File: src/qam_pkg.sv
`default_nettype none

package qam_pkg;

   // register bank geometry
   localparam int REG_WORDS = 256;
   typedef logic [7:0]  reg_addr_t;
   typedef logic [15:0] reg_data_t;

   // register map
   localparam reg_addr_t REG_CTRL      = 8'h00;   // start bit and symbol count
   localparam reg_addr_t REG_STATUS    = 8'h01;   // symbols sent in last block
   localparam reg_addr_t REG_DATA_BASE = 8'h10;   // first data word
   localparam int CTRL_START = 15;
   localparam int CTRL_CNT_W = 5;                 // count field is bits 4:0

   // spi frame, 1 rw + 8 addr + 16 data + 7 trailing
   localparam int FRAME_BITS      = 32;
   localparam int FRAME_ADDR_BITS = 8;
   localparam int FRAME_DATA_BITS = 16;
   typedef logic [$clog2(FRAME_BITS)-1:0] frame_cnt_t;
   // down counter values, sampled before the edge they act on
   localparam frame_cnt_t FRAME_CNT_LOAD  = frame_cnt_t'(FRAME_BITS - 1);
   localparam frame_cnt_t FRAME_CNT_ADDR  = frame_cnt_t'(FRAME_BITS - 1 - FRAME_ADDR_BITS);
   localparam frame_cnt_t FRAME_CNT_WRITE = frame_cnt_t'(FRAME_BITS - 1 - FRAME_ADDR_BITS
                                                         - FRAME_DATA_BITS);
   // two cycles of bank latency before the read window opens
   localparam frame_cnt_t FRAME_CNT_MISO_OFF = frame_cnt_t'(FRAME_BITS - 3 - FRAME_ADDR_BITS
                                                            - FRAME_DATA_BITS);
   localparam frame_cnt_t FRAME_CNT_END   = frame_cnt_t'(1);

   // symbol output flow control
   localparam int QAM_CREDITS = 4;
   typedef logic [$clog2(QAM_CREDITS+1)-1:0] credit_t;

   typedef logic signed [3:0] qam_level_t;        // +-1 +-3 +-5 +-7

   typedef enum logic [2:0] {SPI_IDLE, SPI_RW, SPI_ADDR, SPI_READ, SPI_WRITE} spi_state_t;
   typedef enum logic [2:0] {MAP_POLL, MAP_FETCH, MAP_EMIT, MAP_STATUS, MAP_CLEAR} map_state_t;

endpackage

`default_nettype wire
File: src/reg_bus_if.sv
`timescale 1ns/10ps
`default_nettype none

interface reg_bus_if;

   // client side
   logic               req;    // held until gnt
   logic               we;     // 1 write, 0 read
   qam_pkg::reg_addr_t addr;
   qam_pkg::reg_data_t wdata;

   // bank side
   logic               gnt;    // same cycle as req
   qam_pkg::reg_data_t rdata;
   logic               rvalid; // one cycle after a read grant

   modport client (
      output req, we, addr, wdata,
      input  gnt, rdata, rvalid
   );

   modport bank (
      input  req, we, addr, wdata,
      output gnt, rdata, rvalid
   );

endinterface

`default_nettype wire

File: src/spi_cmd_port.sv
`timescale 1ns/10ps
`default_nettype none

module spi_cmd_port (
   input  wire       SCLK,
   input  wire       rst_n,
   input  wire       MOSI,
   input  wire       CSN,
   output logic      MISO,
   output logic      MISO_enable,
   reg_bus_if.client bus
);

   qam_pkg::spi_state_t state;
   qam_pkg::frame_cnt_t bit_cnt;      // frame cycles left
   logic                rw_bit;       // latched frame bit 0
   qam_pkg::reg_data_t  shift_in;     // MOSI history, newest bit in lsb
   qam_pkg::reg_data_t  miso_buf;     // read word, msb goes out first
   logic                miso_pos;     // rising edge copy of MISO
   logic                miso_en_pos;  // rising edge copy of MISO_enable

   // MOSI shifted on every rising edge, frame position comes from bit_cnt
   always_ff @(posedge SCLK) begin
      shift_in <= {shift_in[14:0], MOSI};
   end

   always_ff @(posedge SCLK or negedge rst_n) begin
      if (!rst_n) begin
         state       <= qam_pkg::SPI_IDLE;
         bit_cnt     <= '0;
         rw_bit      <= 1'b0;
         miso_pos    <= 1'b0;
         miso_en_pos <= 1'b0;
         bus.req     <= 1'b0;
         bus.we      <= 1'b0;
         bus.addr    <= '0;
         bus.wdata   <= '0;
      end else begin
         // spi always wins arbitration so this drops after one cycle
         if (bus.req && bus.gnt) begin
            bus.req <= 1'b0;
         end
         if (state != qam_pkg::SPI_IDLE) begin
            bit_cnt <= bit_cnt - 1'b1;
         end

         case (state)
            qam_pkg::SPI_IDLE: begin
               if (!CSN) begin                      // frame bit 0 sampled now
                  state   <= qam_pkg::SPI_RW;
                  bit_cnt <= qam_pkg::FRAME_CNT_LOAD;
               end
            end

            qam_pkg::SPI_RW: begin
               rw_bit <= shift_in[0];
               state  <= qam_pkg::SPI_ADDR;
            end

            qam_pkg::SPI_ADDR: begin
               if (bit_cnt == qam_pkg::FRAME_CNT_ADDR) begin
                  bus.addr <= shift_in[7:0];        // bits 1..8, msb first
                  if (rw_bit) begin
                     state <= qam_pkg::SPI_WRITE;
                  end else begin
                     state   <= qam_pkg::SPI_READ;
                     bus.req <= 1'b1;               // read right after address
                     bus.we  <= 1'b0;
                  end
               end
            end

            qam_pkg::SPI_READ: begin
               if (bus.rvalid) begin                // window opens here
                  miso_pos    <= bus.rdata[15];
                  miso_buf    <= {bus.rdata[14:0], 1'b0};
                  miso_en_pos <= 1'b1;
               end else if (miso_en_pos) begin
                  miso_pos <= miso_buf[15];
                  miso_buf <= {miso_buf[14:0], 1'b0};
               end
               if (bit_cnt == qam_pkg::FRAME_CNT_MISO_OFF) begin
                  miso_en_pos <= 1'b0;              // 16 cycles done
                  miso_pos    <= 1'b0;
               end
               if (bit_cnt == qam_pkg::FRAME_CNT_END) begin
                  state <= qam_pkg::SPI_IDLE;
               end
            end

            qam_pkg::SPI_WRITE: begin
               if (bit_cnt == qam_pkg::FRAME_CNT_WRITE) begin
                  bus.req   <= 1'b1;                // last data bit is in
                  bus.we    <= 1'b1;
                  bus.wdata <= shift_in;
               end
               if (bit_cnt == qam_pkg::FRAME_CNT_END) begin
                  state <= qam_pkg::SPI_IDLE;
               end
            end

            default: begin
               state <= qam_pkg::SPI_IDLE;
            end
         endcase
      end
   end

   // miso path retimed so the master samples on rising edges
   always_ff @(negedge SCLK or negedge rst_n) begin
      if (!rst_n) begin
         MISO        <= 1'b0;
         MISO_enable <= 1'b0;
      end else begin
         MISO        <= miso_pos;
         MISO_enable <= miso_en_pos;
      end
   end

   // fixed window timing relies on the arbiter never stalling this port
   a_req_one_cycle : assert property (
      @(posedge SCLK) disable iff (!rst_n) $rose(bus.req) |=> !bus.req
   ) else $error("spi request not granted in its first cycle");

endmodule

`default_nettype wire

File: src/flat_wrapper.sv
// flat-port wrapper written by rule: the top's interface ports become plain ports
module spi_cmd_port_flat 
  (SCLK, rst_n, MOSI, CSN, MISO, MISO_enable, bus_req, bus_we, bus_addr, bus_wdata, bus_gnt, bus_rdata, bus_rvalid);
  reg_bus_if bus_i ();
  input  wire SCLK;
  input  wire rst_n;
  input  wire MOSI;
  input  wire CSN;
  output logic MISO;
  output logic MISO_enable;
  output wire logic [$bits(bus_i.req)-1:0] bus_req;
  output wire logic [$bits(bus_i.we)-1:0] bus_we;
  output wire logic [$bits(bus_i.addr)-1:0] bus_addr;
  output wire logic [$bits(bus_i.wdata)-1:0] bus_wdata;
  input wire logic [$bits(bus_i.gnt)-1:0] bus_gnt;
  input wire logic [$bits(bus_i.rdata)-1:0] bus_rdata;
  input wire logic [$bits(bus_i.rvalid)-1:0] bus_rvalid;
  assign bus_req = bus_i.req;
  assign bus_we = bus_i.we;
  assign bus_addr = bus_i.addr;
  assign bus_wdata = bus_i.wdata;
  assign bus_i.gnt = bus_gnt;
  assign bus_i.rdata = bus_rdata;
  assign bus_i.rvalid = bus_rvalid;
  spi_cmd_port u_core (.SCLK(SCLK), .rst_n(rst_n), .MOSI(MOSI), .CSN(CSN), .MISO(MISO), .MISO_enable(MISO_enable), .bus(bus_i));
endmodule
File: config.mk
export PLATFORM = sky130hd
export DESIGN_NAME = spi_cmd_port_flat
export DESIGN_NICKNAME = d
export VERILOG_FILES = /design/src/qam_pkg.sv /design/src/reg_bus_if.sv /design/src/spi_cmd_port.sv /design/src/flat_wrapper.sv
export SDC_FILE = /design/constraint.sdc
export NUM_CORES = 1
export LEC_CHECK = 0
export BUFFER_PORTS_ARGS = -buffer_cell sky130_fd_sc_hd__buf_2
export CAP_MARGIN = 20
export CELL_PAD_IN_SITES_DETAIL_PLACEMENT = 0
export CELL_PAD_IN_SITES_GLOBAL_PLACEMENT = 1
export CORE_ASPECT_RATIO = 1.2
export CORE_MARGIN = 2
export CORE_UTILIZATION = 35
export DETAILED_ROUTE_END_ITERATION = 10
export GPL_TIMING_DRIVEN = 0
export PLACE_DENSITY_LB_ADDON = 0.1
export SKIP_CTS_REPAIR_TIMING = 1
export SYNTH_ARGS = -nofsm -noshare
export SYNTH_HDL_FRONTEND = slang
export SYNTH_SLANG_ARGS = --single-unit
File: constraint.sdc
create_clock -name SCLK -period 2.2 [get_ports SCLK]
set_clock_uncertainty 0.2 [all_clocks]
set_input_delay 0.22 -clock SCLK [delete_from_list [all_inputs] [get_ports SCLK]]
set_output_delay 0.22 -clock SCLK [all_outputs]
set_load 0.01 [all_outputs]
Yosys cells after proc, flatten, opt, wreduce, memory -nomap -nowiden:

Cells that the tools add are included.
W data, S select, Z words.

* equality and inequality tests: 13
* reduce and logical (&&, ||, !) cells: 15
* add/subtract/negate cells: 1
* multiplexer cells: 24

Operators with widths (count)
* $mux W16: 2
* $mux W5: 3
* $mux W1: 12
* $mux W3: 4
* $pmux W3 S4: 1
* $eq A5 B3 Y1 const B: 2
* $reduce_and A2 Y1: 4
* $eq A3 B2 Y1 const B: 2
* $ne A2 B1 Y1 const B: 3
* $reduce_and A3 Y1: 2
* $reduce_bool A2 Y1: 3
* $reduce_bool A3 Y1: 2
* $eq A5 B1 Y1 const B: 1
* $eq A5 B5 Y1 const B: 1
* $sub A5 B1 Y5 const B: 1
* $ne A2 B2 Y1 const B: 2
* $pmux W1 S2: 2
* $reduce_and A4 Y1: 1
* $eq A3 B1 Y1 const B: 1
* $eq A3 B3 Y1 const B: 1
* $logic_not A3 Y1: 1
* $reduce_or A2 Y1: 1
* $logic_and A1 B1 Y1: 1

* input port bits: 22
* flip-flop bits (word level): 70
* word-level logic and storage cells: 66
* output and inout port bits: 28

Depth between registers and ports, before layout:

Gate-level depths: netlist of the first run.

* depth after elaboration: 5
* mapped depth: 5
* gate-level depth less buffers: 5

==> results of run 1 <==
-- metal layers --
metal	GRT usage, %	wire length (um)
met5	0	0
met3	4.40	265
met2	19.9	2680
met4	5.58	50
met1	15.1	2120
-- logic make-up after synthesis --
group                      count (synthesis)  synth area share (%)
AOI/OAI and AO/OA                         20                  5.04
muxes                                     40                  18.0
and+or+nand+nor                           27                  7.40
adders and majority gates                  3                  1.41
buffers and inverters                     12                  2.31
DFF                                       70                  65.8
-- through the flow --
stage / power (W) / util [%]
final: 0.00379 / 47.4
after floorplan: 0.00227 / -
after global routing: 0.00401 / 47.4
after global placement: 0.00251 / 41.1
after CTS: 0.00377 / 44.5
after detailed placement: 0.00256 / 41.3
-- sequential cells by signal (all words and copies together), names as in the netlist --
| name | flops |
|---|---|
| u_core.bus.wdata | 16 |
| u_core.shift_in | 16 |
| u_core.miso_buf | 15 |
| u_core.bus.addr | 8 |
| u_core.bit_cnt | 5 |
| u_core.state | 3 |
| u_core.MISO | 1 |
| u_core.MISO_enable | 1 |
| u_core.bus.req | 1 |
| u_core.bus.we | 1 |
| u_core.miso_en_pos | 1 |
| u_core.miso_pos | 1 |
| u_core.rw_bit | 1 |
-- how the worst max path moves through the flow --
| stage | depth (start not counted) | end | slack [ps] | startpoint |
|---|---|---|---|---|
| 3_3_place_gp | 3 | u_core.miso_buf[2]$_DFFE_PP_ | -350 | rst_n |
| 4_1_cts | 1 | MISO_enable | -180 | u_core.MISO_enable$_DFF_NN0_ |
| 2_1_floorplan | 4 | u_core.miso_buf[10]$_DFFE_PP_ | 2 | u_core.state[2]$_DFFE_PN0P_ |
| 5_1_grt | 1 | MISO | -210 | u_core.MISO$_DFF_NN0_ |
| 6_report | 1 | MISO | -170 | u_core.MISO$_DFF_NN0_ |
| 3_5_place_dp | 4 | u_core.miso_buf[4]$_DFFE_PP_ | -130 | rst_n |
-- power breakdown --
part	internal, W	leakage (nW)	total [W]	switching (W)
Sequential	0.00158	0.771	0.00173	0.000156
Clock	0.000713	0.122	0.00122	0.000505
Combinational	0.000417	0.756	0.000842	0.000425
-- cell usage in the layout, fill, tap and decap left out, types with 2 or more instances in the layout --
cell | Yosys | final
nor2_2 | 1 | 2
buf_6 | 1 | 3
nand2_1 | 4 | 4
nand2b_1 | 2 | 2
mux2_4 | 8 | 8
dlygate4sd3_1 | 0 | 18
dfrtn_1 | 2 | 2
dfrtp_1 | 37 | 37
nand3_1 | 2 | 2
mux2_2 | 31 | 31
o41ai_1 | 2 | 2
clkbuf_8 | 0 | 9
nor3b_1 | 2 | 2
buf_2 | 3 | 50
o21ai_0 | 7 | 7
o31ai_1 | 2 | 2
nor3_1 | 2 | 2
ha_1 | 3 | 3
a21oi_1 | 4 | 4
buf_4 | 1 | 4
inv_1 | 5 | 5
and3b_1 | 2 | 2
edfxtp_1 | 15 | 15
clkinv_4 | 0 | 2
bufinv_16 | 0 | 2
dfxtp_1 | 16 | 16
-- area by class of cell --
type | count | area (sq um)
clock buffer | 10 | 149
buffer | 7 | 42.5
clock inverter | 6 | 91.3
multi-input combinational | 90 | 850
inverter | 5 | 18.8
tap | 90 | 113
timing repair buffer | 70 | 460
fill | 643 | 3850
sequential | 70 | 1750
==> flow_summary.yaml, run 1 <==
status:
  status: "finished with violations"
  violations: "negative hold slack, negative setup slack"
setup_path:
  cp.required_ps: 1780
  reg2reg_to: "u_core.bus.wdata[14]$_DFFE_PN0P_"
  r2r_cells: 5
  path_buf_inv: 1
  worst_path_largest_cell_delay_ps: 390
  critPathKind: "reg2out"
  cp.arrival_ps: 1950
  crit_chain: "buf_2"
  crit_fanout: 1
  cp-start-kind: "register"
  timing.rr.start: "u_core.bit_cnt[0]$_DFF_PN0_"
  crit_family: "flip-flops"
  crit_slowest_cell: "dfrtn_1"
  crit_path_end_kind: "primary output"
  reg2reg_slack_ps: 200
place:
  post-place-ws_ps: -127
  dp_hpwl_um: 3290
  gp_congestion: 0.726
  dpl_cell_area_sq_mm: 0.00302
  dp_cells: 311
  numPortBuffers: 48
timing:
  rsz0062_at_grt: "yes"
  report.final.slew_viol_count: 0
  whs_ps: -190
  worst_slew_pin_slew_ps: 910
  relSlewSlack_pct: 39.3
  fin_ws_ps: -165
  finalSetupViolations: 2
  hold_violations: 37
  finalSetupTns_ps: -330
clocking:
  clk_latency_ps: 340
  htree_levels: 3
  cts_made_buffers: 9
  cts_sinks: 70
  clock-root-buffer: "clkbuf_8"
  cts_tree: "done"
  ctsLongestPathBuffers: 2
  clkTransAtPathRegs_ps: 80
routing:
  drt-initial-drc-count: 37
  final_antenna_net_count: 0
  wl_per_cell_um: 14.7
  dr.pass1.iters: 5
  num_vias: 1676
  drc_errors: 0
  routed_wl_um: 5120
  vias_per_cell: 4.82
die:
  num_io_pins: 50
  start_util_pct: 36.3
  die_x_um: 83.5
  fp.dieH_um: 99.4
  core-area_sq_mm: 0.00732
  num_rows: 34
  dieArea_sq_mm: 0.00830
final_layout:
  area_delta_synth_final_pct: 30.7
  layout.cells.non_filler: 348
  layout-drive-gt1-share_pct: 46.1
  final_net_count: 278
  postLayoutCellArea_sq_mm: 0.00347
  antenna_cells: 0
synth:
  synth_commonest_cells: "37 x dfrtp_1, 31 x mux2_2, 16 x dfxtp_1, 15 x edfxtp_1, 8 x mux2_4"
  synth_edf_count: 15
  synthesis.instances: 172
  yosys_warnings: 0
  synth.most_common_cell: "dfrtp_1"
  ys_seq_area_share_pct: 65.8
  synth.top_cell.area_share_pct: 34.9
  netlist_area_sq_mm: 0.00266
  synth_ff_type: "dfrtp_1"
  yosys.cell_types.count: 41
  synth-seq-cells: 70
  async_flop_share_pct: 55.7
  synth.area.top_cells: "dfrtp_1 35%, edfxtp_1 17%, mux2_2 13%"
  syn_avg_cell_area_sq_um: 15.4
  synth_fp_nets: 197
  yosys.area.top_type: "dfrtp_1"
global_route:
  grt_max_degree: 41
  grt_pass1_wl_um: 8030
  overflow: 0
  grt_usage_pct: 12.4
  first_global_vias: 1636
  antenna_found_initial: 0
pwr:
  vdd_drop_max_mv: 0.566
  p_leak_nw: 1.65
  power_density_mw_per_mm2: 1090
run:
  drv_cap: 0
hold_path:
  hp-class: "in2async"
Note: power is estimated with default switching activity, not from simulation.
==> run 2: changes to the inputs <==
Clock period 2.2 ns to 2.7 ns, I/O delays scaled along.
==> flow_summary.yaml, run 2 (synthesis results as in run 1) <==
setup_path:
  critPathKind: "reg2out"
  crit_chain: "buf_2"
  crit_slowest_cell: "dfrtn_1"
  crit_fanout: 1
  cp-start-kind: "register"
  crit_family: "flip-flops"
  path_buf_inv: 1
  cp.arrival_ps: 2200
  worst_path_largest_cell_delay_ps: 390
  crit_path_end_kind: "primary output"
  cp.required_ps: 2230
timing:
  finalSetupTns_ps: 0
  report.final.slew_viol_count: 0
  hold_violations: 0
  finalSetupViolations: 0
  rsz0062_at_grt: "yes"
  relSlewSlack_pct: 63.4
  worst_slew_pin_slew_ps: 542
routing:
  final_antenna_net_count: 0
  wl_per_cell_um: 14.6
  num_vias: 1594
  drt-initial-drc-count: 25
  dr.pass1.iters: 4
  drc_errors: 0
  routed_wl_um: 4840
  vias_per_cell: 4.82
final_layout:
  postLayoutCellArea_sq_mm: 0.00332
  area_delta_synth_final_pct: 25.2
  antenna_cells: 0
  final_cell_mix: "50 x buf_2, 37 x dfrtp_1, 31 x mux2_2"
  reg_top3: "u_core.bus.wdata x16, u_core.shift_in x16, u_core.miso_buf x15"
  layout.cells.non_filler: 331
  final_net_count: 261
  layout-drive-gt1-share_pct: 48.1
  final_common_cell: "buf_2"
die:
  die_x_um: 83.5
  start_util_pct: 36.3
  dieArea_sq_mm: 0.00830
  num_io_pins: 50
  fp.dieH_um: 99.4
  core-area_sq_mm: 0.00732
  num_rows: 34
clocking:
  clkTransAtPathRegs_ps: 70
  cts_made_buffers: 9
  htree_levels: 3
  ctsLongestPathBuffers: 2
  clk_latency_ps: 330
  cts_tree: "done"
  clock-root-buffer: "clkbuf_8"
  cts_sinks: 70
global_route:
  first_global_vias: 1636
  grt_pass1_wl_um: 8030
  grt_max_degree: 41
  grt_usage_pct: 12.4
  antenna_found_initial: 0
  overflow: 0
pwr:
  vdd_drop_max_mv: 0.461
  power_density_mw_per_mm2: 920
  power_w: 0.00306
  p_leak_nw: 1.58
status:
  status: "complete, no violations"
place:
  dp_cells: 311
  dpl_cell_area_sq_mm: 0.00302
  dp_hpwl_um: 3290
  gp_congestion: 0.726
  numPortBuffers: 48
hold_path:
  hp-class: "in2reg"
run:
  drv_cap: 0
-- run 2: changes by cell type in the layout (fill, tap and decap cells not counted) --
cell,delta
nor2_1,+1
nor2_2,-1
buf_16,+1
buf_4,-3
dlygate4sd3_1,-15
-- run 2: where the power goes --
| group | internal, W | switching (W) |
|---|---|---|
| clock | 0.000581 | 0.000406 |
| combinational | 0.000318 | 0.000340 |
| sequential | 0.00129 | 0.000127 |
-- run 2: metrics by stage --
stage	setup WS, ps	utilization [%]	hold slack [ps]
2_1_floorplan	468	-	-226
3_5_place_dp	137	41.3	142
3_3_place_gp	95.3	41.1	135
5_1_grt	-14.8	45.4	8.56
6_report	32.7	45.4	11.9
4_1_cts	19.2	44.5	-162
-- run 2: final cells by class --
type                    instances  area (sq um)
clock inverters                 6          91.3
clock buffers                  10           149
inverters                       5          18.8
well taps                      90           113
flip-flops and latches         70          1750
repair buffers                 53           315
fillers                       662          3990
multi-input cells              90           847
plain buffers                   7          42.5
-- run 2: per-layer routing --
layer,track usage (%),vias to the layer above,share of wire (%)
li1,-,754,-
met1,15.1,790,44
met2,19.9,42,49
met3,4.40,8,5.5
met4,5.58,0,1.5
met5,0,-,0
-- run 2: worst paths after layout --
check,slack [ps],cells after the start,startpoint,endpoint
worst max-delay path,30,1,u_core.MISO$_DFF_NN0_,MISO
worst min-delay path,10,2,bus_rdata[0],u_core.miso_buf[1]$_SDFFCE_PN0P_
worst max register to register,490,5,u_core.state[2]$_DFFE_PN0P_,u_core.miso_buf[15]$_DFFE_PP_
worst min register to register,150,0,u_core.shift_in[14]$_DFF_P_,u_core.shift_in[15]$_DFF_P_
max in group asynchronous,750,2,rst_n,u_core.MISO$_DFF_NN0_
min in group asynchronous,330,3,rst_n,u_core.bit_cnt[4]$_DFF_PN0_
