**src/qam_pkg.sv**
```systemverilog
`default_nettype none

package qam_pkg;

   // register bank geometry
   localparam int REG_WORDS = 256;
   typedef logic [7:0]  reg_addr_t;
   typedef logic [15:0] reg_data_t;

   // register map
   localparam reg_addr_t REG_CTRL      = 8'h00;   // start bit and symbol count
   localparam reg_addr_t REG_STATUS    = 8'h01;   // symbols sent in last block
   localparam reg_addr_t REG_DATA_BASE = 8'h10;   // first data word
   localparam int CTRL_START = 15;
   localparam int CTRL_CNT_W = 5;                 // count field is bits 4:0

   // spi frame, 1 rw + 8 addr + 16 data + 7 trailing
   localparam int FRAME_BITS      = 32;
   localparam int FRAME_ADDR_BITS = 8;
   localparam int FRAME_DATA_BITS = 16;
   typedef logic [$clog2(FRAME_BITS)-1:0] frame_cnt_t;
   // down counter values, sampled before the edge they act on
   localparam frame_cnt_t FRAME_CNT_LOAD  = frame_cnt_t'(FRAME_BITS - 1);
   localparam frame_cnt_t FRAME_CNT_ADDR  = frame_cnt_t'(FRAME_BITS - 1 - FRAME_ADDR_BITS);
   localparam frame_cnt_t FRAME_CNT_WRITE = frame_cnt_t'(FRAME_BITS - 1 - FRAME_ADDR_BITS
                                                         - FRAME_DATA_BITS);
   // two cycles of bank latency before the read window opens
   localparam frame_cnt_t FRAME_CNT_MISO_OFF = frame_cnt_t'(FRAME_BITS - 3 - FRAME_ADDR_BITS
                                                            - FRAME_DATA_BITS);
   localparam frame_cnt_t FRAME_CNT_END   = frame_cnt_t'(1);

   // symbol output flow control
   localparam int QAM_CREDITS = 4;
   typedef logic [$clog2(QAM_CREDITS+1)-1:0] credit_t;

   typedef logic signed [3:0] qam_level_t;        // +-1 +-3 +-5 +-7

   typedef enum logic [2:0] {SPI_IDLE, SPI_RW, SPI_ADDR, SPI_READ, SPI_WRITE} spi_state_t;
   typedef enum logic [2:0] {MAP_POLL, MAP_FETCH, MAP_EMIT, MAP_STATUS, MAP_CLEAR} map_state_t;

endpackage

`default_nettype wire
```
**src/reg_bus_if.sv**
```systemverilog
`timescale 1ns/10ps
`default_nettype none

interface reg_bus_if;

   // client side
   logic               req;    // held until gnt
   logic               we;     // 1 write, 0 read
   qam_pkg::reg_addr_t addr;
   qam_pkg::reg_data_t wdata;

   // bank side
   logic               gnt;    // same cycle as req
   qam_pkg::reg_data_t rdata;
   logic               rvalid; // one cycle after a read grant

   modport client (
      output req, we, addr, wdata,
      input  gnt, rdata, rvalid
   );

   modport bank (
      input  req, we, addr, wdata,
      output gnt, rdata, rvalid
   );

endinterface

`default_nettype wire

```
**src/reg_arbiter.sv**
```systemverilog
`timescale 1ns/10ps
`default_nettype none

module reg_arbiter (
   input  wire       SCLK,
   input  wire       rst_n,
   reg_bus_if.bank   spi,
   reg_bus_if.bank   map,
   reg_bus_if.client bank
);

   logic rd_owner_spi;  // who gets the next rvalid

   // spi has fixed priority
   assign bank.req   = spi.req | map.req;
   assign bank.we    = spi.req ? spi.we    : map.we;
   assign bank.addr  = spi.req ? spi.addr  : map.addr;
   assign bank.wdata = spi.req ? spi.wdata : map.wdata;

   assign spi.gnt = spi.req & bank.gnt;
   assign map.gnt = map.req & ~spi.req & bank.gnt;   // only when spi is quiet

   // read data goes to both clients and only rvalid is steered
   assign spi.rdata  = bank.rdata;
   assign map.rdata  = bank.rdata;
   assign spi.rvalid = bank.rvalid & rd_owner_spi;
   assign map.rvalid = bank.rvalid & ~rd_owner_spi;

   always_ff @(posedge SCLK or negedge rst_n) begin
      if (!rst_n) begin
         rd_owner_spi <= 1'b0;
      end else if (bank.req && bank.gnt && !bank.we) begin
         rd_owner_spi <= spi.req;                    // winner of this read
      end
   end

   // every request cycle grants exactly one client
   a_one_grant : assert property (
      @(posedge SCLK) disable iff (!rst_n)
      (spi.req || map.req) |-> (spi.gnt ^ map.gnt)
   ) else $error("grant missing or given to both clients");

   a_spi_rvalid : assert property (
      @(posedge SCLK) disable iff (!rst_n)
      (bank.gnt && !bank.we && spi.req) |=> (spi.rvalid && !map.rvalid)
   ) else $error("spi read data not returned to spi");

   a_map_rvalid : assert property (
      @(posedge SCLK) disable iff (!rst_n)
      (bank.gnt && !bank.we && !spi.req) |=> (map.rvalid && !spi.rvalid)
   ) else $error("mapper read data not returned to mapper");

endmodule

`default_nettype wire

```
**src/flat_wrapper.sv**
```systemverilog
// flat-port wrapper written by rule: the top's interface ports become plain ports
module reg_arbiter_flat 
  (SCLK, rst_n, spi_req, spi_we, spi_addr, spi_wdata, spi_gnt, spi_rdata, spi_rvalid, map_req, map_we, map_addr, map_wdata, map_gnt, map_rdata, map_rvalid, bank_req, bank_we, bank_addr, bank_wdata, bank_gnt, bank_rdata, bank_rvalid);
  reg_bus_if spi_i ();
  reg_bus_if map_i ();
  reg_bus_if bank_i ();
  input  wire SCLK;
  input  wire rst_n;
  input wire logic [$bits(spi_i.req)-1:0] spi_req;
  input wire logic [$bits(spi_i.we)-1:0] spi_we;
  input wire logic [$bits(spi_i.addr)-1:0] spi_addr;
  input wire logic [$bits(spi_i.wdata)-1:0] spi_wdata;
  output wire logic [$bits(spi_i.gnt)-1:0] spi_gnt;
  output wire logic [$bits(spi_i.rdata)-1:0] spi_rdata;
  output wire logic [$bits(spi_i.rvalid)-1:0] spi_rvalid;
  input wire logic [$bits(map_i.req)-1:0] map_req;
  input wire logic [$bits(map_i.we)-1:0] map_we;
  input wire logic [$bits(map_i.addr)-1:0] map_addr;
  input wire logic [$bits(map_i.wdata)-1:0] map_wdata;
  output wire logic [$bits(map_i.gnt)-1:0] map_gnt;
  output wire logic [$bits(map_i.rdata)-1:0] map_rdata;
  output wire logic [$bits(map_i.rvalid)-1:0] map_rvalid;
  output wire logic [$bits(bank_i.req)-1:0] bank_req;
  output wire logic [$bits(bank_i.we)-1:0] bank_we;
  output wire logic [$bits(bank_i.addr)-1:0] bank_addr;
  output wire logic [$bits(bank_i.wdata)-1:0] bank_wdata;
  input wire logic [$bits(bank_i.gnt)-1:0] bank_gnt;
  input wire logic [$bits(bank_i.rdata)-1:0] bank_rdata;
  input wire logic [$bits(bank_i.rvalid)-1:0] bank_rvalid;
  assign spi_i.req = spi_req;
  assign spi_i.we = spi_we;
  assign spi_i.addr = spi_addr;
  assign spi_i.wdata = spi_wdata;
  assign spi_gnt = spi_i.gnt;
  assign spi_rdata = spi_i.rdata;
  assign spi_rvalid = spi_i.rvalid;
  assign map_i.req = map_req;
  assign map_i.we = map_we;
  assign map_i.addr = map_addr;
  assign map_i.wdata = map_wdata;
  assign map_gnt = map_i.gnt;
  assign map_rdata = map_i.rdata;
  assign map_rvalid = map_i.rvalid;
  assign bank_req = bank_i.req;
  assign bank_we = bank_i.we;
  assign bank_addr = bank_i.addr;
  assign bank_wdata = bank_i.wdata;
  assign bank_i.gnt = bank_gnt;
  assign bank_i.rdata = bank_rdata;
  assign bank_i.rvalid = bank_rvalid;
  reg_arbiter u_core (.SCLK(SCLK), .rst_n(rst_n), .spi(spi_i), .map(map_i), .bank(bank_i));
endmodule
```
**config.mk**
```make
export PLATFORM = sky130hd
export DESIGN_NAME = reg_arbiter_flat
export DESIGN_NICKNAME = d
export VERILOG_FILES = /design/src/qam_pkg.sv /design/src/reg_bus_if.sv /design/src/reg_arbiter.sv /design/src/flat_wrapper.sv
export SDC_FILE = /design/constraint.sdc
export NUM_CORES = 1
export LEC_CHECK = 0
export BUFFER_PORTS_ARGS = -buffer_cell sky130_fd_sc_hd__buf_2
export CAP_MARGIN = 25
export CORE_MARGIN = 2
export CORE_UTILIZATION = 24
export DETAILED_ROUTE_END_ITERATION = 6
export GPL_TIMING_DRIVEN = 0
export HOLD_SLACK_MARGIN = 0.03
export PLACE_DENSITY = 0.81
export SLEW_MARGIN = 15
export SYNTH_ARGS = -nofsm -noshare
export SYNTH_HDL_FRONTEND = slang
export SYNTH_SLANG_ARGS = --single-unit
```
**constraint.sdc**
```tcl
create_clock -name SCLK -period 1.45 [get_ports SCLK]
set_clock_uncertainty 0.2 [all_clocks]
set_input_delay 0.0725 -clock SCLK [delete_from_list [all_inputs] [get_ports SCLK]]
set_output_delay 0.0725 -clock SCLK [all_outputs]
set_load 0.05 [all_outputs]
```
**Yosys cells after proc, flatten, opt, wreduce, memory -nomap -nowiden**

Index checks and enable logic that the tools add are counted.

- Multiplexer cells: 3
- Reduce and logical (&&, ||, !) cells: 3
- Bitwise operators: 8

Operators by type and width:

| cell | number |
|---|---|
| $mux W16 | 1 |
| $mux W8 | 1 |
| $and A1 B1 Y1 | 5 |
| $logic_and A1 B1 Y1 | 2 |
| $not A1 Y1 | 2 |
| $logic_not A1 Y1 | 1 |
| $mux W1 | 1 |
| $or A1 B1 Y1 | 1 |

- Output and inout port bits: 62
- Register bits: 1
- Input port bits: 72

**Depth between registers and ports, before layout**

Gate-level depths: netlist of the first run.

- Depth after elaboration: 3
- Mapped depth: 3

**Worst setup path before layout of the first run**

OpenSTA, ideal clock, no wires.

- Path type: reg-to-output
- Start point: register u_core.rd_owner_spi
- End point: output map_rvalid
- Arrival time: 1076 ps
- Path buffers: 0
- Setup slack: 101 ps
- Required time: 1178 ps
- Stages on the path, launching flop included: 2
- Cells stage by stage: dfrtp_1 > nor2b_1

- Longest elaborated chain between the ends: 2

RTL lines:

| element | RTL line | source |
|---|---|---|
| start: declaration | reg_arbiter.sv:12 | `logic rd_owner_spi;` |
| start signal: assignment | reg_arbiter.sv:33 | `rd_owner_spi <= spi.req;` |
| $not A1 Y1 | reg_arbiter.sv:27 | `assign map.rvalid = bank.rvalid & ~rd_owner_spi;` |
| $and A1 B1 Y1 | reg_arbiter.sv:27 |  |
| end: declaration | flat_wrapper.sv:22 | `output wire logic [$bits(map_i.rvalid)-1:0] map_rvalid;` |

No other way between the ends.

**Worst setup path in the final report of the first run**

- Start point: input spi_req
- End point: output bank_addr[0]

- Longest elaborated chain between the ends: 1

RTL lines:

| element | RTL line | source |
|---|---|---|
| start: declaration | flat_wrapper.sv:9 | `input wire logic [$bits(spi_i.req)-1:0] spi_req;` |
| $mux W8 | reg_arbiter.sv:17 | `assign bank.addr = spi.req ? spi.addr : map.addr;` |
| end: declaration | flat_wrapper.sv:25 | `output wire logic [$bits(bank_i.addr)-1:0] bank_addr;` |

No other way between the ends.

==> metrics.txt, run 1 <==
top-area cell type share of the netlist area 0.446; RR Startpoint u_core.rd_owner_spi$_DFFE_PN0P_; most frequent cell after synthesis buf_4; Slew Limit Headroom 0.827; number of placed I/O pins 134; dpl cell area 0.00125 mm^2; total grt overflow 0; reg2reg setup slack 0.35 ns; final hold violation count 0; via count 901; Routed wire per std cell 10.5 um; global-route wire length before repair 3570 um; Post-synth EDFFs 0; antenna violations before repair 0; Top reg by flops u_core.rd_owner_spi; gate count of the mapped netlist 71; IO Port Bufs 116; ys async rst share 1.00; register bit total from synthesis 1; Worst EP required 1.18 ns; pwr dens 611 mW/mm^2; Syn Area/Cell 8.88 um^2; fin. max-slew vios 0; layout cells sized above 1 0.947; Worst Hold Class input pin to async pin; total power 0.769 mW; DRT Pass-1 Iters 2; Fin Setup TNS 0 ns; Clock Latency Late Sink 0 ns; Worst Path Max Fanout 10; total core area 0.00248 mm^2; maximum vdd drop 0.375 mV; max FFs per register 1; Residual DRC 0; total of max-cap violations 0; Setup crit start kind input pin; Period Utilization, post-route 0.773; status finished clean; largest net degree at the start of global routing 11; CP Capture Type output port; Hold Slack 0.189 ns; Total Nets Final 262; largest registers u_core.rd_owner_spi: 1 flops; Layout area overhead 99.6%; Post-Layout Inst Area 0.00126 mm^2; Commonest cells post-synth 32 x buf_4, 25 x mux2_2; dpl hpwl 2160 um; Diodes inserted 0; reg2reg end u_core.rd_owner_spi$_DFFE_PN0P_; synth top area cells mux2_2 45%, buf_4 38%, dfrtp_1 4.0%; DRT Wirelength 2290 um; Via density 4.13; clock transition at the registers of the reported paths 0 ns; DRT iter0 DRCs 8; post-CTS setup buffer count 0; LEAKAGE 0.766 nW; synthesized area 631 um^2; Synthesized Nets 143; total track usage 0.136; post-layout util 0.508; sequential area share after synthesis 0.0397; final setup fails 0; chip width 55.3 um; initial core utilization 0.255; Synth cell types 12; post-route ant nets 0; Syn. warnings 0; # rows 18; critical path type input pin to output port; Peak Freq 892 MHz; vias in the first global route 828; final RePlAce weighted congestion 0.791; chip height 55.3 um; Die ar. 0.00305 mm^2; Synth Flop Type dfrtp_1; Final min period 1.12 ns; Yosys top cell by area mux2_2; R2R cell count 2; Slew @ Worst Pin 0.261 ns; CP Data Arrival Time 0.85 ns; RSZ-0062 raised after global routing no
==> cells in the final DEF, fill, tap and decap left out <==
cell type,n
or2_2,2
dlygate4sd3_1,1
or2_1,1
o221a_1,1
buf_2,118
buf_6,1
mux2_2,25
nor2_1,1
nor2b_1,2
buf_4,32
nand2_1,1
and2_1,2
dfrtp_1,1
==> critical path, stage by stage <==
cell and delay (ns):
buf_2 0.19, mux2_2 0.37, buf_2 0.21
==> where the power goes <==
group | internal (mW) | leakage, nW | switching, mW
registers | 0.0320 | 0.0128 | 0.00339
logic | 0.242 | 0.753 | 0.492
clock network | 0 | 0 | 0
total | 0.274 | 0.766 | 0.495
==> how the worst max path moves through the flow <==
stage               cells past startpoint        endpoint  slack (ns)                            start
finish                                  3    bank_addr[0]        0.33                          spi_req
floorplan                               1      map_rvalid        0.10  u_core.rd_owner_spi$_DFFE_PN0P_
detailed placement                      3    bank_addr[0]        0.33                          spi_req
CTS                                     3  bank_wdata[11]        0.33                          spi_req
global placement                        3    bank_addr[0]        0.32                          spi_req
global route                            3   bank_wdata[8]        0.28                          spi_req
==> kinds of logic after synthesis <==
kind of cell    after synthesis  share of synthesized area
flops                         1                     0.0397
compound gates                1                     0.0179
buf+inv                      35                      0.415
simple gates                  9                     0.0813
mux                          25                      0.446
==> area by class of cell <==
class,count,area [um^2]
repair buffers,117,591
multi-input cells,35,344
fillers,258,1220
flip-flops and latches,1,25.0
well taps,30,37.5
plain buffers,35,262
==> per-layer routing <==
layer / vias up / global-route usage / routed length [um]
li1: 440 / - / -
met1: 398 / 0.132 / 716
met2: 63 / 0.299 / 1290
met3: 0 / 0.0258 / 286
met4: 0 / 0.00348 / 0
met5: - / 0 / 0
==> metrics by stage <==
step / setup WS (ns) / std cells
CTS: 0.325 / 218
detailed placement: 0.327 / 217
finish: 0.329 / 218
floorplan: 0.101 / 71
global route: 0.283 / 218
global placement: 0.322 / 217
==> timing repair <==
| item | in CTS | in global routing |
|---|---|---|
| gates resized for setup | 0 | 0 |
| hold buffers | 1 | 0 |
| endpoints found under the setup margin | 0 | 0 |
| hold endpoints to repair | 1 | 0 |
(Power assumes the default switching activity.)
==> run 2: changes to the inputs <==
ABC_AREA = 1   (was unset)
CORE_UTILIZATION = 25   (was 24)
clock period = 1.1 ns   (was 1.45 ns; I/O delays follow)
==> run 2 against run 1 <==
Net effect: via count rose by 28%; worst hold slack worse by 0.068 ns; sequential share of layout area decreased by 0.29 points; cell count increased by 31%; setup slack lost 0.30 ns; die area rose by 2.6%; first-iteration DRC count grew 63%; register-to-register slack got worse by 0.07 ns; critical path type unchanged; largest cell class unchanged; highest routed layer unchanged.
==> metrics.txt, run 2 <==
Final min period 1.07 ns; commonest non-fill, non-tap cell in the layout buf_2; Slew Limit Headroom 0.828; pwr dens 769 mW/mm^2; vias in the first global route 972; top-area cell type share of the netlist area 0.450; critical path type input pin to output port; fillers 264; max FFs per register 1; multi-input logic area 340 um^2; commonest cells after routing, fill and taps aside 94 x buf_2, 78 x nand2_1, 44 x buf_4; reg2reg setup slack 0.28 ns; main combinational cell family by area after synthesis simple AND/OR/NAND/NOR gates; # rows 18; synth top area cells nand2_1 45%, buf_4 38%, buf_6 5.0%; Yosys top cell by area nand2_1; post-synthesis compound-gate area fraction 0; Clock Latency Late Sink 0 ns; final RePlAce weighted congestion 0.661; chip width 56.0 um; dpl cell area 0.00130 mm^2; register bit total from synthesis 1; Slew @ Worst Pin 0.260 ns; Synth cell types 9; Synthesized Nets 205; total core area 0.00252 mm^2; Setup crit start kind input pin; DRT iter0 DRCs 13; status finished clean; most frequent cell after synthesis nand2_1; Period Utilization, post-route 0.973; Worst Setup EP bank_addr[5]; Layout area overhead 119%; global-route wire length before repair 3760 um; Final WS setup 0.0292 ns; IO Port Bufs 117; RSZ-0062 raised after global routing yes; final hold violation count 0; via count 1,149; fin. max-slew vios 0; Syn. warnings 0; largest registers u_core.rd_owner_spi: 1 flops; Fin Setup TNS 0 ns; layout cells sized above 1 0.652; Diodes inserted 0; Worst Path Max Fanout 4; sequential area share after synthesis 0.0370; Synth Area in Adders 0; RR Startpoint u_core.rd_owner_spi$_DFFE_PN0P_; Peak Freq 934 MHz; Via density 4.02; CP Data Arrival Time 0.82 ns; Worst Hold Class input pin to flip-flop; DRT Pass-1 Iters 4; Commonest cells post-synth 81 x nand2_1, 34 x buf_4, 8 x inv_1; R2R cell count 2; DRT Wirelength 2590 um; Inst Count DP 280; Worst EP required 0.84 ns; CP Capture Type output port; total of max-cap violations 0; mux contribution to synthesized area 0; Finished Layout Cells 286; final setup fails 0; LEAKAGE 1.00 nW; number of placed I/O pins 134; ys async rst share 1.00; antenna violations before repair 0; Die ar. 0.00313 mm^2; post-route ant nets 0; Synth Area in Simple Gates 0.485; Total Nets Final 330; dpl hpwl 2100 um; initial core utilization 0.268; Top reg by flops u_core.rd_owner_spi; Residual DRC 0; Synth Flop Type dfrtp_1; maximum vdd drop 0.630 mV; Post-synth EDFFs 0; Synth Area in XOR/XNOR 0; Routed wire per std cell 9.07 um; chip height 56.0 um; synthesized area 676 um^2; Setup crit start spi_req; Post-Layout Inst Area 0.00148 mm^2; clock transition at the registers of the reported paths 0 ns; total grt overflow 0; pre-CTS setup slack -0.0867 ns; reg2reg end u_core.rd_owner_spi$_DFFE_PN0P_; largest net degree at the start of global routing 11; Syn Area/Cell 5.08 um^2; Seq. cell area 25.0 um^2; gate count of the mapped netlist 133; total track usage 0.136
## run 2: worst min-delay path by stage
stage | depth (start not counted) | endpoint | start
finish | 4 | u_core.rd_owner_spi$_DFFE_PN0P_ | spi_we
global route | 4 | u_core.rd_owner_spi$_DFFE_PN0P_ | spi_we
CTS | 4 | u_core.rd_owner_spi$_DFFE_PN0P_ | spi_we
detailed placement | 1 | u_core.rd_owner_spi$_DFFE_PN0P_ | rst_n
global placement | 1 | u_core.rd_owner_spi$_DFFE_PN0P_ | rst_n
floorplan | 0 | u_core.rd_owner_spi$_DFFE_PN0P_ | rst_n
## run 2: metal layers
layer / global-route usage / part of all wire / vias to the layer above / wire length (um)
met5: 0 / 0 / - / 0
met2: 0.289 / 0.55 / 73 / 1420
met4: 0 / 0 / 0 / 0
met1: 0.138 / 0.33 / 476 / 845
li1: - / - / 600 / -
met3: 0.0326 / 0.13 / 0 / 331
## run 2: cell type report
class	count	area share
Timing Repair Buffer	122	0.498
Timing Repair inverter	1	0.00339
Tap cell	30	0.0254
Sequential cell	1	0.0169
Inverter	9	0.0254
Multi-Input combinational cell	86	0.230
Buffer	37	0.201
## run 2: critical path, stage by stage
cell,delay (ns)
buf_4,0.11
clkinvlp_2,0.17
buf_4,0.18
nand2_1,0.05
nand2_1,0.04
buf_2,0.20
## run 2: timing repair
action                                  4_1_cts  5_1_grt
buffers inserted                              0        2
gates resized for setup                      21       25
cloned                                        0        3
endpoints found under the hold margin         1        0
endpoints found under the setup margin       20       21
pin swaps                                     0        1
hold buffers                                  1        0
## run 2: logic make-up (layout without fill, tap and decap cells)
logic type	after synthesis	in the layout
simple gates	86	86
buf+inv	46	169
flops	1	1
## run 2: per-stage QoR
stage,hold slack [ns],util,power (mW)
after global placement,-0.370,0.517,1.04
after CTS,0.125,0.542,1.09
final,0.121,0.586,1.14
after global routing,0.152,0.586,1.20
after detailed placement,-0.368,0.517,1.04
after floorplan,-0.441,-,0.799
## run 2: report_power, final
part	leakage, nW	internal, mW	total [mW]	switching (mW)
registers	0.0119	0.0437	0.0501	0.00636
clock network	0	0	0	0
logic	0.993	0.371	1.09	0.715
total	1.00	0.415	1.14	0.721
==> run 3: changes to the inputs <==
RECOVER_POWER = 100   (was unset)
==> run 3 against run 2 <==
Net effect: via count increased by 0.26%; sequential power about the same; power decreased by 1.4%; combinational power about the same; critical path type unchanged; largest cell class unchanged; largest power group unchanged.
==> metrics.txt, run 3 (synthesis gave the netlist of run 2 again) <==
total track usage 0.136; dpl cell area 0.00130 mm^2; DRT iter0 DRCs 12; number of placed I/O pins 134; CP Data Arrival Time 0.83 ns; IO Port Bufs 117; total power 1.12 mW; commonest cells after routing, fill and taps aside 78 x nand2_1, 56 x buf_2, 43 x buf_4; dpl hpwl 2100 um; clock transition at the registers of the reported paths 0 ns; largest registers u_core.rd_owner_spi: 1 flops; chip width 56.0 um; # rows 18; Period Utilization, post-route 0.984; status finished clean; CP Capture Type output port; largest net degree at the start of global routing 11; final hold violation count 0; LEAKAGE 0.916 nW; antenna violations before repair 0; vias in the first global route 972; fin. max-slew vios 0; maximum vdd drop 0.617 mV; Worst Path Max Fanout 4; Fin Setup TNS 0 ns; Setup crit start kind input pin; Worst Hold Class input pin to flip-flop; fillers 286; Top reg by flops u_core.rd_owner_spi; final RePlAce weighted congestion 0.661; total grt overflow 0; total of max-cap violations 0; pwr dens 779 mW/mm^2; Final min period 1.08 ns; max FFs per register 1; post-route ant nets 0; Total Nets Final 330; via count 1,152; global-route wire length before repair 3760 um; Post-Layout Inst Area 0.00144 mm^2; Hold Slack 0.120 ns; Layout area overhead 113%; final setup fails 0; RSZ-0062 raised after global routing yes; Routed wire per std cell 9.15 um; Worst EP required 0.84 ns; Final WS setup 0.0180 ns; Die ar. 0.00313 mm^2; DRT Pass-1 Iters 4; Residual DRC 0; DRT Wirelength 2620 um; Slew Limit Headroom 0.588; Peak Freq 924 MHz; initial core utilization 0.268; Clock Latency Late Sink 0 ns; critical path type input pin to output port; chip height 56.0 um; Slew @ Worst Pin 0.621 ns; Via density 4.03; layout cells sized above 1 0.527; total core area 0.00252 mm^2; pre-CTS setup slack -0.0867 ns; commonest non-fill, non-tap cell in the layout nand2_1; Diodes inserted 0
[run 3: cell types whose count changed in the layout (fill, tap and decap cells not counted), sizes merged]
cell and delta:
clkbuf +39, buf -39
[run 3: final timing paths]
kind / end / cells past startpoint / slack (ns) / from
min in group asynchronous: u_core.rd_owner_spi$_DFFE_PN0P_ / 2 / 0.17 / rst_n
worst min register to register: u_core.rd_owner_spi$_DFFE_PN0P_ / 2 / 0.32 / u_core.rd_owner_spi$_DFFE_PN0P_
worst max-delay path: bank_addr[5] / 6 / 0.02 / spi_req
max in group asynchronous: u_core.rd_owner_spi$_DFFE_PN0P_ / 2 / 0.44 / rst_n
worst min-delay path: u_core.rd_owner_spi$_DFFE_PN0P_ / 4 / 0.12 / spi_we
worst max register to register: u_core.rd_owner_spi$_DFFE_PN0P_ / 2 / 0.28 / u_core.rd_owner_spi$_DFFE_PN0P_
[run 3: layout make-up]
cell class,count,area [um^2],share of cell area
multi-input cells,86,340,0.237
well taps,30,37.5,0.0261
repair inverters,1,5.00,0.00348
repair buffers,122,696,0.484
flip-flops and latches,1,25.0,0.0174
plain buffers,37,297,0.206
inverters,9,37.5,0.0261
[run 3: where the power goes]
part | switching [mW] | leakage [nW] | total [mW] | internal, mW
clock | 0 | 0 | 0 | 0
combinational | 0.718 | 0.904 | 1.07 | 0.352
sequential | 0.00633 | 0.0119 | 0.0500 | 0.0437
[run 3: repair_timing]
item / in CTS / in global routing
hold endpoints to repair: 1 / 0
gates cloned: 0 / 3
hold buffers: 1 / 0
resized for setup: 21 / 25
buffers inserted: 0 / 2
pin swaps: 0 / 1
endpoints found under the setup margin: 20 / 21
[run 3: metal layers]
layer	vias to the layer above	share of wire	GRT usage
met5	-	0	0
met4	0	0	0
met3	0	0.13	0.0326
met2	73	0.54	0.289
met1	479	0.33	0.138
li1	600	-	-
[run 3: metrics by stage]
stage,instances,utilization
final,286,0.570
after global routing,286,0.570
after CTS,281,0.542
after detailed placement,280,0.517
after global placement,280,0.517
after floorplan,133,-
[run 3: worst max-delay path, cell delays in order]
cell and delay, ns:
buf_4 0.11, clkinvlp_2 0.18, buf_4 0.18, nand2_1 0.05
nand2_1 0.05, buf_2 0.20
